<file path="config.mk">
export PLATFORM = sky130hd
export DESIGN_NAME = dp_top
export DESIGN_NICKNAME = d
export VERILOG_FILES = /design/src/logic/dp_flags_pkg.sv /design/src/logic/dp_ops_pkg.sv /design/src/logic/dp_top.sv /design/src/logic/pc_unit.sv /design/src/logic/status_flags.sv /design/src/logic/alu.sv /design/src/logic/reg_file.sv
export VERILOG_INCLUDE_DIRS = /design/src /design/src/logic
export SDC_FILE = /design/constraint.sdc
export NUM_CORES = 1
export LEC_CHECK = 0
export BUFFER_PORTS_ARGS = -buffer_cell sky130_fd_sc_hd__clkbuf_2
export CORE_UTILIZATION = 39
export DETAILED_ROUTE_END_ITERATION = 6
export SKIP_LAST_GASP = 1
export SLEW_MARGIN = 20
export SYNTH_ARGS = -nofsm -noshare
export SYNTH_HDL_FRONTEND = slang
export SYNTH_SLANG_ARGS = --single-unit
</file>
<file path="constraint.sdc">
create_clock -name clk -period 4.15 [get_ports clk]
set_clock_uncertainty 0.1 [all_clocks]
set_input_delay 0.6225 -clock clk [delete_from_list [all_inputs] [get_ports clk]]
set_output_delay 0.6225 -clock clk [all_outputs]
set_load 0.01 [all_outputs]
</file>
<file path="src/logic/dp_defines.svh">
// width and size macros shared by the datapath packages and modules
// DP_REG_ADDR_WIDTH must stay equal to clog2(DP_REG_COUNT)
// DP_DATA_WIDTH must be at most DP_PC_WIDTH for the relative branch offset

`ifndef DP_DEFINES_SVH
`define DP_DEFINES_SVH

// data word and program counter
`define DP_DATA_WIDTH 8
`define DP_PC_WIDTH 16

// register file geometry
`define DP_REG_COUNT 4
`define DP_REG_ADDR_WIDTH 2

// status word, one bit per flag, and the flag bit position width
`define DP_STATUS_WIDTH 4
`define DP_FLAG_IDX_WIDTH 2

`endif
</file>
<file path="src/logic/dp_flags_pkg.sv">
// status flag positions and the status word type
// only N V Z C exist; I, D and B flags are not modelled

`include "dp_defines.svh"

package dp_flags_pkg;

  // bit position inside status_t, also used as the branch condition select
  typedef enum logic [`DP_FLAG_IDX_WIDTH-1:0] {
    FLAG_C = 2'd0,
    FLAG_Z = 2'd1,
    FLAG_V = 2'd2,
    FLAG_N = 2'd3
  } flag_idx_t;

  // ordered N V Z C from high bit to low
  typedef logic [`DP_STATUS_WIDTH-1:0] status_t;

endpackage

</file>
<file path="src/logic/dp_ops_pkg.sv">
// ALU operation encoding and the word types of the datapath slice
// the encoding is 4 bits wide and has no spare codes

`include "dp_defines.svh"

package dp_ops_pkg;

  typedef logic [`DP_DATA_WIDTH-1:0] data_t;
  typedef logic [`DP_REG_ADDR_WIDTH-1:0] reg_addr_t;
  typedef logic [`DP_PC_WIDTH-1:0] pc_t;

  // micro-operations, roughly following the 6502 mnemonics
  typedef enum logic [3:0] {
    ADC = 4'd0,
    SBC = 4'd1,
    AND = 4'd2,
    ORA = 4'd3,
    EOR = 4'd4,
    ASL = 4'd5,
    LSR = 4'd6,
    ROL = 4'd7,
    ROR = 4'd8,
    INC = 4'd9,
    DEC = 4'd10,
    // MOV copies operand b, so it loads an immediate or copies a register
    MOV = 4'd11,
    // CMP is a subtract that only sets flags
    CMP = 4'd12,
    CLC = 4'd13,
    SEC = 4'd14,
    // relative branch on the flag picked by cond_sel
    BRA = 4'd15
  } alu_op_t;

endpackage

</file>
<file path="src/logic/dp_top.sv">
// single-cycle datapath slice: register file, ALU, status flags and pc
// one micro-op per cycle while op_valid is high, no back-pressure
// every effect of an op is visible right after the next rising edge

`timescale 1ns/1ps

module dp_top (
  input  logic                    clk,
  input  logic                    reset,
  input  logic                    op_valid,
  input  dp_ops_pkg::alu_op_t     alu_op,
  input  dp_ops_pkg::reg_addr_t   src_a,
  input  dp_ops_pkg::reg_addr_t   src_b,
  input  dp_ops_pkg::reg_addr_t   dst,
  input  logic                    use_imm,
  input  dp_ops_pkg::data_t       imm,
  input  dp_flags_pkg::flag_idx_t cond_sel,
  input  logic                    cond_polarity,
  output dp_ops_pkg::data_t       result,
  output dp_flags_pkg::status_t   status,
  output dp_ops_pkg::pc_t         pc
);

  dp_ops_pkg::data_t read_data_a;
  dp_ops_pkg::data_t read_data_b;
  dp_ops_pkg::data_t alu_result;
  logic carry_out;
  logic overflow;
  logic writes_reg;
  logic branch_taken;

  reg_file u_reg_file (
    .clk          (clk),
    .reset        (reset),
    .write_enable (op_valid & writes_reg),
    .write_addr   (dst),
    .write_data   (alu_result),
    .read_addr_a  (src_a),
    .read_addr_b  (src_b),
    .read_data_a  (read_data_a),
    .read_data_b  (read_data_b)
  );

  alu u_alu (
    .alu_op     (alu_op),
    .a          (read_data_a),
    .reg_b      (read_data_b),
    .imm        (imm),
    .use_imm    (use_imm),
    .carry_in   (status[dp_flags_pkg::FLAG_C]),
    .result     (alu_result),
    .carry_out  (carry_out),
    .overflow   (overflow),
    .writes_reg (writes_reg)
  );

  status_flags u_status_flags (
    .clk           (clk),
    .reset         (reset),
    .op_valid      (op_valid),
    .alu_op        (alu_op),
    .result        (alu_result),
    .carry_out     (carry_out),
    .overflow      (overflow),
    .cond_sel      (cond_sel),
    .cond_polarity (cond_polarity),
    .status        (status),
    .branch_taken  (branch_taken)
  );

  pc_unit u_pc_unit (
    .clk          (clk),
    .reset        (reset),
    .op_valid     (op_valid),
    .branch_taken (branch_taken),
    .imm          (imm),
    .pc           (pc)
  );

  // result of the last valid op, CMP included even though it writes no register
  always_ff @(posedge clk) begin
    if (reset) begin
      result <= '0;
    end else if (op_valid) begin
      result <= alu_result;
    end
  end

endmodule

</file>
<file path="src/logic/pc_unit.sv">
// 16-bit program counter, one step per valid op
// a taken branch adds 1 plus the sign-extended 8-bit offset
// the sum wraps modulo 2^16

`timescale 1ns/1ps

`include "dp_defines.svh"

module pc_unit (
  input  logic              clk,
  input  logic              reset,
  input  logic              op_valid,
  input  logic              branch_taken,
  input  dp_ops_pkg::data_t imm,
  output dp_ops_pkg::pc_t   pc
);

  localparam int EXT_BITS = `DP_PC_WIDTH - `DP_DATA_WIDTH;
  localparam dp_ops_pkg::pc_t PC_STEP = 1;

  dp_ops_pkg::pc_t offset;
  dp_ops_pkg::pc_t pc_next;

  // offset is relative to the next sequential pc
  assign offset = branch_taken ? {{EXT_BITS{imm[`DP_DATA_WIDTH-1]}}, imm} : '0;
  assign pc_next = pc + offset + PC_STEP;

  always_ff @(posedge clk) begin
    if (reset) begin
      pc <= '0;
    end else if (op_valid) begin
      pc <= pc_next;
    end
  end

endmodule

</file>
<file path="src/logic/status_flags.sv">
// N V Z C status register with per-operation update rules
// branch_taken looks at the stored flags, i.e. before this op's own update
// branch_taken is only high for BRA and is not qualified by op_valid

`timescale 1ns/1ps

module status_flags (
  input  logic                    clk,
  input  logic                    reset,
  input  logic                    op_valid,
  input  dp_ops_pkg::alu_op_t     alu_op,
  input  dp_ops_pkg::data_t       result,
  input  logic                    carry_out,
  input  logic                    overflow,
  input  dp_flags_pkg::flag_idx_t cond_sel,
  input  logic                    cond_polarity,
  output dp_flags_pkg::status_t   status,
  output logic                    branch_taken
);

  dp_flags_pkg::status_t status_d;
  logic res_zero;
  logic res_neg;

  assign res_zero = (result == '0);
  assign res_neg = result[$bits(result)-1];

  always_comb begin
    status_d = status;
    case (alu_op)
      dp_ops_pkg::ADC, dp_ops_pkg::SBC, dp_ops_pkg::CMP: begin
        status_d[dp_flags_pkg::FLAG_N] = res_neg;
        status_d[dp_flags_pkg::FLAG_Z] = res_zero;
        status_d[dp_flags_pkg::FLAG_C] = carry_out;
        status_d[dp_flags_pkg::FLAG_V] = overflow;
      end
      dp_ops_pkg::ASL, dp_ops_pkg::LSR, dp_ops_pkg::ROL, dp_ops_pkg::ROR: begin
        status_d[dp_flags_pkg::FLAG_N] = res_neg;
        status_d[dp_flags_pkg::FLAG_Z] = res_zero;
        status_d[dp_flags_pkg::FLAG_C] = carry_out;
      end
      dp_ops_pkg::AND, dp_ops_pkg::ORA, dp_ops_pkg::EOR,
      dp_ops_pkg::INC, dp_ops_pkg::DEC, dp_ops_pkg::MOV: begin
        status_d[dp_flags_pkg::FLAG_N] = res_neg;
        status_d[dp_flags_pkg::FLAG_Z] = res_zero;
      end
      dp_ops_pkg::CLC: status_d[dp_flags_pkg::FLAG_C] = 1'b0;
      dp_ops_pkg::SEC: status_d[dp_flags_pkg::FLAG_C] = 1'b1;
      // BRA leaves every flag alone
      default: status_d = status;
    endcase
  end

  always_ff @(posedge clk) begin
    if (reset) begin
      status <= '0;
    end else if (op_valid) begin
      status <= status_d;
    end
  end

  // taken when the selected stored flag differs from cond_polarity
  assign branch_taken = (alu_op == dp_ops_pkg::BRA) && (status[cond_sel] ^ cond_polarity);

endmodule

</file>
<file path="src/logic/alu.sv">
// 8-bit ALU built around one adder with carry
// SBC and CMP add the inverted operand, CMP forces carry in to 1, DEC adds all ones
// CLC, SEC and BRA pass operand a through as their result

`timescale 1ns/1ps

`include "dp_defines.svh"

module alu (
  input  dp_ops_pkg::alu_op_t alu_op,
  input  dp_ops_pkg::data_t   a,
  input  dp_ops_pkg::data_t   reg_b,
  input  dp_ops_pkg::data_t   imm,
  input  logic                use_imm,
  input  logic                carry_in,
  output dp_ops_pkg::data_t   result,
  output logic                carry_out,
  output logic                overflow,
  output logic                writes_reg
);

  localparam int MSB = `DP_DATA_WIDTH - 1;

  dp_ops_pkg::data_t b;
  dp_ops_pkg::data_t add_b;
  logic add_cin;
  logic [`DP_DATA_WIDTH:0] add_sum;

  // second operand from a register or the immediate
  assign b = use_imm ? imm : reg_b;

  // adder operand setup
  always_comb begin
    add_b = b;
    add_cin = carry_in;
    case (alu_op)
      dp_ops_pkg::SBC: add_b = ~b;
      dp_ops_pkg::CMP: begin
        add_b = ~b;
        add_cin = 1'b1;
      end
      dp_ops_pkg::INC: begin
        add_b = '0;
        add_cin = 1'b1;
      end
      dp_ops_pkg::DEC: begin
        add_b = '1;
        add_cin = 1'b0;
      end
      default: begin
        add_b = b;
        add_cin = carry_in;
      end
    endcase
  end

  assign add_sum = {1'b0, a} + {1'b0, add_b} + add_cin;

  // signed overflow when both addends share a sign the sum does not
  assign overflow = (a[MSB] == add_b[MSB]) && (add_sum[MSB] != a[MSB]);

  always_comb begin
    result = add_sum[MSB:0];
    carry_out = add_sum[`DP_DATA_WIDTH];
    case (alu_op)
      dp_ops_pkg::AND: result = a & b;
      dp_ops_pkg::ORA: result = a | b;
      dp_ops_pkg::EOR: result = a ^ b;
      dp_ops_pkg::ASL: begin
        result = {a[MSB-1:0], 1'b0};
        carry_out = a[MSB];
      end
      dp_ops_pkg::LSR: begin
        result = {1'b0, a[MSB:1]};
        carry_out = a[0];
      end
      // rotates go through the C flag
      dp_ops_pkg::ROL: begin
        result = {a[MSB-1:0], carry_in};
        carry_out = a[MSB];
      end
      dp_ops_pkg::ROR: begin
        result = {carry_in, a[MSB:1]};
        carry_out = a[0];
      end
      dp_ops_pkg::MOV: result = b;
      dp_ops_pkg::CLC, dp_ops_pkg::SEC, dp_ops_pkg::BRA: result = a;
      // ADC, SBC, CMP, INC and DEC take the adder output
      default: result = add_sum[MSB:0];
    endcase
  end

  assign writes_reg = !(alu_op == dp_ops_pkg::CMP || alu_op == dp_ops_pkg::CLC ||
                        alu_op == dp_ops_pkg::SEC || alu_op == dp_ops_pkg::BRA);

endmodule

</file>
<file path="src/logic/reg_file.sv">
// four-entry register file with two combinational read ports
// the write lands on the clock edge, so a read in the same cycle sees the old value
// all registers clear on reset

`timescale 1ns/1ps

`include "dp_defines.svh"

module reg_file (
  input  logic                  clk,
  input  logic                  reset,
  input  logic                  write_enable,
  input  dp_ops_pkg::reg_addr_t write_addr,
  input  dp_ops_pkg::data_t     write_data,
  input  dp_ops_pkg::reg_addr_t read_addr_a,
  input  dp_ops_pkg::reg_addr_t read_addr_b,
  output dp_ops_pkg::data_t     read_data_a,
  output dp_ops_pkg::data_t     read_data_b
);

  dp_ops_pkg::data_t regs [`DP_REG_COUNT];

  always_ff @(posedge clk) begin
    if (reset) begin
      for (int i = 0; i < `DP_REG_COUNT; i++) begin
        regs[i] <= '0;
      end
    end else if (write_enable) begin
      regs[write_addr] <= write_data;
    end
  end

  // read ports are plain muxes on the register array
  assign read_data_a = regs[read_addr_a];
  assign read_data_b = regs[read_addr_b];

endmodule

</file>
Word-level counts from Yosys, hierarchy flattened
Memories as Yosys holds them, arrays and structs flattened.
Index checks and enable logic that the tools add are counted.
{ "word_totals": {"ff_bits": 28, "input_bits": 25, "out_inout_bits": 28, "ramBits": 32, "word_cells": 72, "n_memories": 1} }
{ "mem_list": {"columns": ["memory", "depth", "word_bits", "read_ports", "rd_clocked_by_memory_dff", "write_ports", "line_no", "rtl"], "rows": [
  ["u_reg_file.regs", 4, 8, 2, 0, 4, "reg_file.sv:21", "dp_ops_pkg::data_t regs [`DP_REG_COUNT];"]
]} }
{ "classes": {"n_mux": 17, "bitwise": 6, "eq_ne": 17, "n_addsub": 4, "magnitude_cmp": 1, "n_reduce_logical": 21} }
{ "op_table": {"columns": ["operator", "count"], "rows": [
  ["$pmux 8 s9", 1],
  ["$eq 4x4->1 const B", 8],
  ["$pmux 8 s3", 1],
  ["$add 16x1->16 const B", 1],
  ["$add 16x16->16", 1],
  ["$eq 4x3->1 const B", 4],
  ["$mux 16", 1],
  ["$mux 8", 2],
  ["$reduce_or 13->1", 1],
  ["$add 8x8->9", 1],
  ["$add 9x1->9", 1],
  ["$and 8x8->8", 1],
  ["$eq 4x2->1 const B", 2],
  ["$logic_not 8->1", 1],
  ["$not 8->8", 1],
  ["$or 8x8->8", 1],
  ["$reduce_or 2->1", 4],
  ["$reduce_or 8->1", 1],
  ["$xor 8x8->8", 1],
  ["$mux 1", 7],
  ["$reduce_or 7->1", 1],
  ["$reduce_and 2->1", 3],
  ["$reduce_or 3->1", 2],
  ["$eq 4x1->1 const B", 1],
  ["14 further kinds", 18]
]} }

Longest topological paths before layout
{ "depth": {"word_depth": 11, "ltp_mapped": 19, "mapped_depth_nobuf": 18} }

Modules after synthesis
A second synthesis with hierarchy kept.
{ "hier_totals": {"hier_cells": 548, "area_unflattened_um2": 5286.3} }
{ "modules_own_cells": {"columns": ["mod", "cells_each", "seq_area_each_um2", "area_each_um2", "instances"], "rows": [
  ["alu", 241, 0.0, 1749.2, 1],
  ["reg_file", 94, 960.9, 1671.6, 1],
  ["pc_unit", 151, 320.3, 1276.2, 1],
  ["status_flags", 35, 80.1, 296.5, 1],
  ["dp_top", 27, 160.2, 292.8, 1]
]} }

Worst setup path after synthesis
No wires, ideal clock.
{ "synth_timing": {"path_type": "input port to flip-flop", "startpoint": "input alu_op[1]", "endpoint": "register u_status_flags.status[1]", "cell_stages": 17, "path_slack_ps": 174, "t_arrival_ps": 3761, "n_path_buf": 3, "path_cell_list": "clkbuf_1 -> buf_2 -> nor2b_1 -> nor2b_1 -> clkbuf_1 -> mux2_2 -> a221oi_1 -> fa_1 -> inv_1 -> fa_1 -> a211oi_1 -> o21bai_1 -> a21oi_1 -> xnor2_1 -> o22ai_1 -> and3_1 -> a31o_1"} }
{ "synth_via": {"elab_chain_len": 7, "elab_cells_between_ends": 27, "classes_between": "2 x add/sub; 15 x eq/ne; 3 x mux; 7 x reduce/logical"} }
{ "synth_lines": {"columns": ["item", "line_no", "rtl"], "rows": [
  ["start: declaration", "dp_top.sv:11", "input dp_ops_pkg::alu_op_t alu_op,"],
  ["$eq 4x1->1 / $eq 4x4->1 (equally long branches)", "status_flags.sv:30, alu.sv:36", null],
  ["$reduce_or 2->1 (no source line)", null, null],
  ["$pmux 8 s3", "alu.sv:36", "case (alu_op)"],
  ["$add 8x8->9", "alu.sv:57", "assign add_sum = {1'b0, a} + {1'b0, add_b} + add_cin;"],
  ["$add 9x1->9", "alu.sv:57", null],
  ["$pmux 8 s9", "alu.sv:65", "case (alu_op)"],
  ["$logic_not 8->1", "status_flags.sv:25", "assign res_zero = (result == '0);"],
  ["end signal: assignment", "status_flags.sv:58", "status <= status_d;"],
  ["end: declaration", "status_flags.sv:17", "output dp_flags_pkg::status_t status,"]
]} }
Parallel ways exist; a longest one is shown, timed or not.
A chain may end at the register's enable or synchronous reset.

==> results.md <==
* CTS tree: yes
* Final ANT Viol Nets at 0
* Slew margin rel. at 0.550
* Post-layout min period at 3.94 ns
* Max clock buf depth at 2
* Post-synthesis cell count at 591
* DRT iter0 DRCs at 444
* Die Width at 118 um
* EDFF count, synth at 32
* Hold Path End: result[7]$_SDFFE_PP0P_
* DR DRC count at 0
* IO Count at 53
* Core Area at 0.0128 sq mm
* Starting Density at 0.407
* Critical path, cell by cell: clkbuf_2, buf_4, mux4_1, nand2b_1, nand2_1, o21ai_0, a2bb2oi_1, o221ai_1, ha_1, and3_1, a211oi_1, nor3_2, xor2_1, a221oi_2, buf_4, nor2_1
* Via Count at 4691
* Die Y at 118 um
* WS Path Type: in2reg
* Count of cell types in the netlist at 73
* FMAX at 0.254 GHz
* FP Rows at 41
* Layout cells sized above 1 at 0.217
* Most common cell in the netlist: nor2_1
* Post-synth top cells: 73 x nor2_1, 39 x nand2_1, 38 x ha_1, 37 x inv_1, 32 x edfxtp_1
* Area delta synth->final at 17.8%
* I/O Buffers at 52
* Synth top area cells: edfxtp_1 18%, dfxtp_1 11%, ha_1 9.1%, nor2_1 5.2%, mux4_2 4.7%
* Final instance area at 0.00615 sq mm
* Power Total at 2090 uW
* Yosys warning count at 0
* Largest net degree at the start of global routing at 43
* Post-Syn Nets at 657
* Area leader, netlist: edfxtp_1
* CP max FO at 7
* PwrDens at 340 mW/mm^2
* Dpl cells at 816
* Worst EP required at 4.12 ns
* Cell Area, Synth at 0.00522 sq mm
* Global-route wire length before repair at 24200 um
* Delay-heaviest family, CP: compound AO/OA/AOI/OAI gates
* Post-synth ARST share at 0
* Crit-path max cell delay at 0.57 ns
* Pleak at 0.00267 uW
* Final Hold Viols at 0
* Area post-placement at 0.00581 sq mm
* Final cell count without fillers at 832
* Register clock-pin slew on the reported worst setup and hold paths at 0.05 ns
* Final wirelength at 14900 um
* Min-delay src: result[7]$_SDFFE_PP0P_
* R2r setup slk at 0.41 ns
* CTS buffer count at 9
* Grt ovf at 0
* GP Congestion at 0.903
* Syn Area/Cell at 8.84 sq um
* Top FF cell, synth: edfxtp_1
* 1st-pass router iterations at 6
* Vias per cell at 5.64
* Area fraction of the dominant cell type after synthesis at 0.184
* Clk sinks at 60
* Buf/Inv on CP at 3
* Setup-failing EPs final at 0
* GR Util All Layers at 0.220
* Synth Register Bits at 60
* Crit path DAT at 3.91 ns
* Post-DP HPWL at 11600 um
* Final Util at 0.480
* Reg-to-Reg Start: u_reg_file.regs[3][0]$_DFFE_PP_
* Maximum VDD drop at 459 uV
* Critical Path Most Common Cell: buf_4
* Ant. Diodes at 0
* DR WL/cell at 18.0 um
* RSZ-0062 raised after global routing: no
* Slew Viols, Final at 0
* Register area share after synthesis at 0.291
* Critical Path Sink Type: flip-flop
* Worst hold stages at 2
* Skew-Pair Late Insertion Delay at 0.33 ns
* Die Area at 0.0139 sq mm
* Slowest-stage cell, CP: mux4_1
* Initial antenna violation count at 0
* Final #Nets at 721
* R2R depth at 16
* Vias in the first global route at 4574
* Status: finished clean
* Max-Cap Viols at 0
* Worst Tran Pin Value at 0.672 ns
* Number of H-tree levels at 3
* Worst min path class: reg2reg
* Clock Tree Root: clkbuf_16
* Capturing point of the worst reg2reg path: result[6]$_SDFFE_PP0P_
* Worst setup SP type: primary input
* Final Cycle Share at 0.949
-- per-layer routing --
metal / GRT usage / share of wire / vias to the layer above
met2: 0.351 / 0.46 / 152
met1: 0.301 / 0.47 / 2224
met3: 0.0388 / 0.055 / 20
met4: 0.0649 / 0.016 / 0
met5: 0 / 0 / -
li1: - / - / 2295
-- timing repair --
action	4_1_cts	5_1_grt
setup buffers	0	0
hold buffers	0	0
endpoints found under the setup margin	0	7
resized for setup	0	2
-- where the power goes --
part | switching, uW | total [uW] | leakage [uW] | internal (uW)
Clock | 287 | 817 | 0.000156 | 529
Sequential | 21.8 | 684 | 0.000561 | 662
Combinational | 344 | 593 | 0.00195 | 249
-- worst max-delay path by stage --
stage | endpoint | cells past startpoint | slack (ns) | from
finish | u_reg_file.regs[0][7]$_SDFFCE_PN0P_ | 16 | 0.21 | src_b[0]
floorplan | u_status_flags.status[1]$_SDFFE_PP0P_ | 17 | 0.17 | alu_op[1]
detailed placement | u_reg_file.regs[0][7]$_SDFFCE_PN0P_ | 16 | -0.20 | src_b[0]
global route | u_reg_file.regs[0][7]$_SDFFCE_PN0P_ | 16 | 0.02 | src_b[0]
CTS | u_reg_file.regs[3][7]$_DFFE_PP_ | 16 | 0.14 | src_b[0]
global placement | u_reg_file.regs[3][7]$_DFFE_PP_ | 16 | -0.13 | src_b[0]
-- logic make-up after synthesis --
kind of cell    share of synthesized area
compound gates                      0.196
buf+inv                            0.0597
fa+ha+maj                           0.103
mux                                 0.131
flops                               0.291
simple gates                        0.189
xor+xnor                           0.0302
-- cell usage in the layout, fill, tap and decap left out, drive strengths merged, types with 4 or more instances in the layout --
cell	instances
clkbuf	61
mux2	9
or3b	4
a31oi	7
nand2	39
o221ai	7
edfxtp	32
or3	6
xnor2	13
o21bai	6
mux4	14
mux2i	24
a2bb2oi	4
o211ai	4
a22oi	5
a21oi	33
inv	40
nand2b	20
and3	7
o22ai	10
nor2	73
a211oi	6
ha	38
buf	38
dfxtp	28
nor3	11
nor2b	11
xor2	5
a21o	5
and2	7
nand3	11
o21ai	29
-- worst reg2reg max path: stages, from the launching register on --
cell	delay (ns)
edfxtp_1	0.42
mux2i_1	0.20
nand2_1	0.07
nand3_1	0.20
mux2_2	0.37
a221oi_2	0.27
fa_1	0.22
inv_1	0.07
fa_1	0.39
a211oi_1	0.26
o21bai_1	0.11
a21oi_1	0.24
xnor2_1	0.15
o22ai_1	0.10
buf_4	0.17
mux2_2	0.27
nor2_1	0.08
-- through the flow --
stage | worst slack (ns) | TNS, ns | hold slack (ns)
after floorplan | 0.174 | 0 | 0.385
after global placement | -0.127 | -0.608 | 0.375
after detailed placement | -0.196 | -1.14 | 0.375
after CTS | 0.143 | 0 | 0.389
after global routing | 0.0223 | 0 | 0.403
final | 0.211 | 0 | 0.388
-- flip-flops by register name (all words and copies together), names as in the netlist --
register / cells
u_reg_file.regs: 32
u_pc_unit.pc: 16
result: 8
u_status_flags.status: 4
-- cell type report --
cell class,instances,area [sq um]
Multi-Input combinational cell,456,3400
Inverter,38,143
Fill cell,1254,6680
Tap cell,172,215
Clock buffer,9,225
Sequential cell,60,1520
Timing Repair Buffer,90,546
Clock inverter,7,98.8
(Power assumes the default switching activity.)
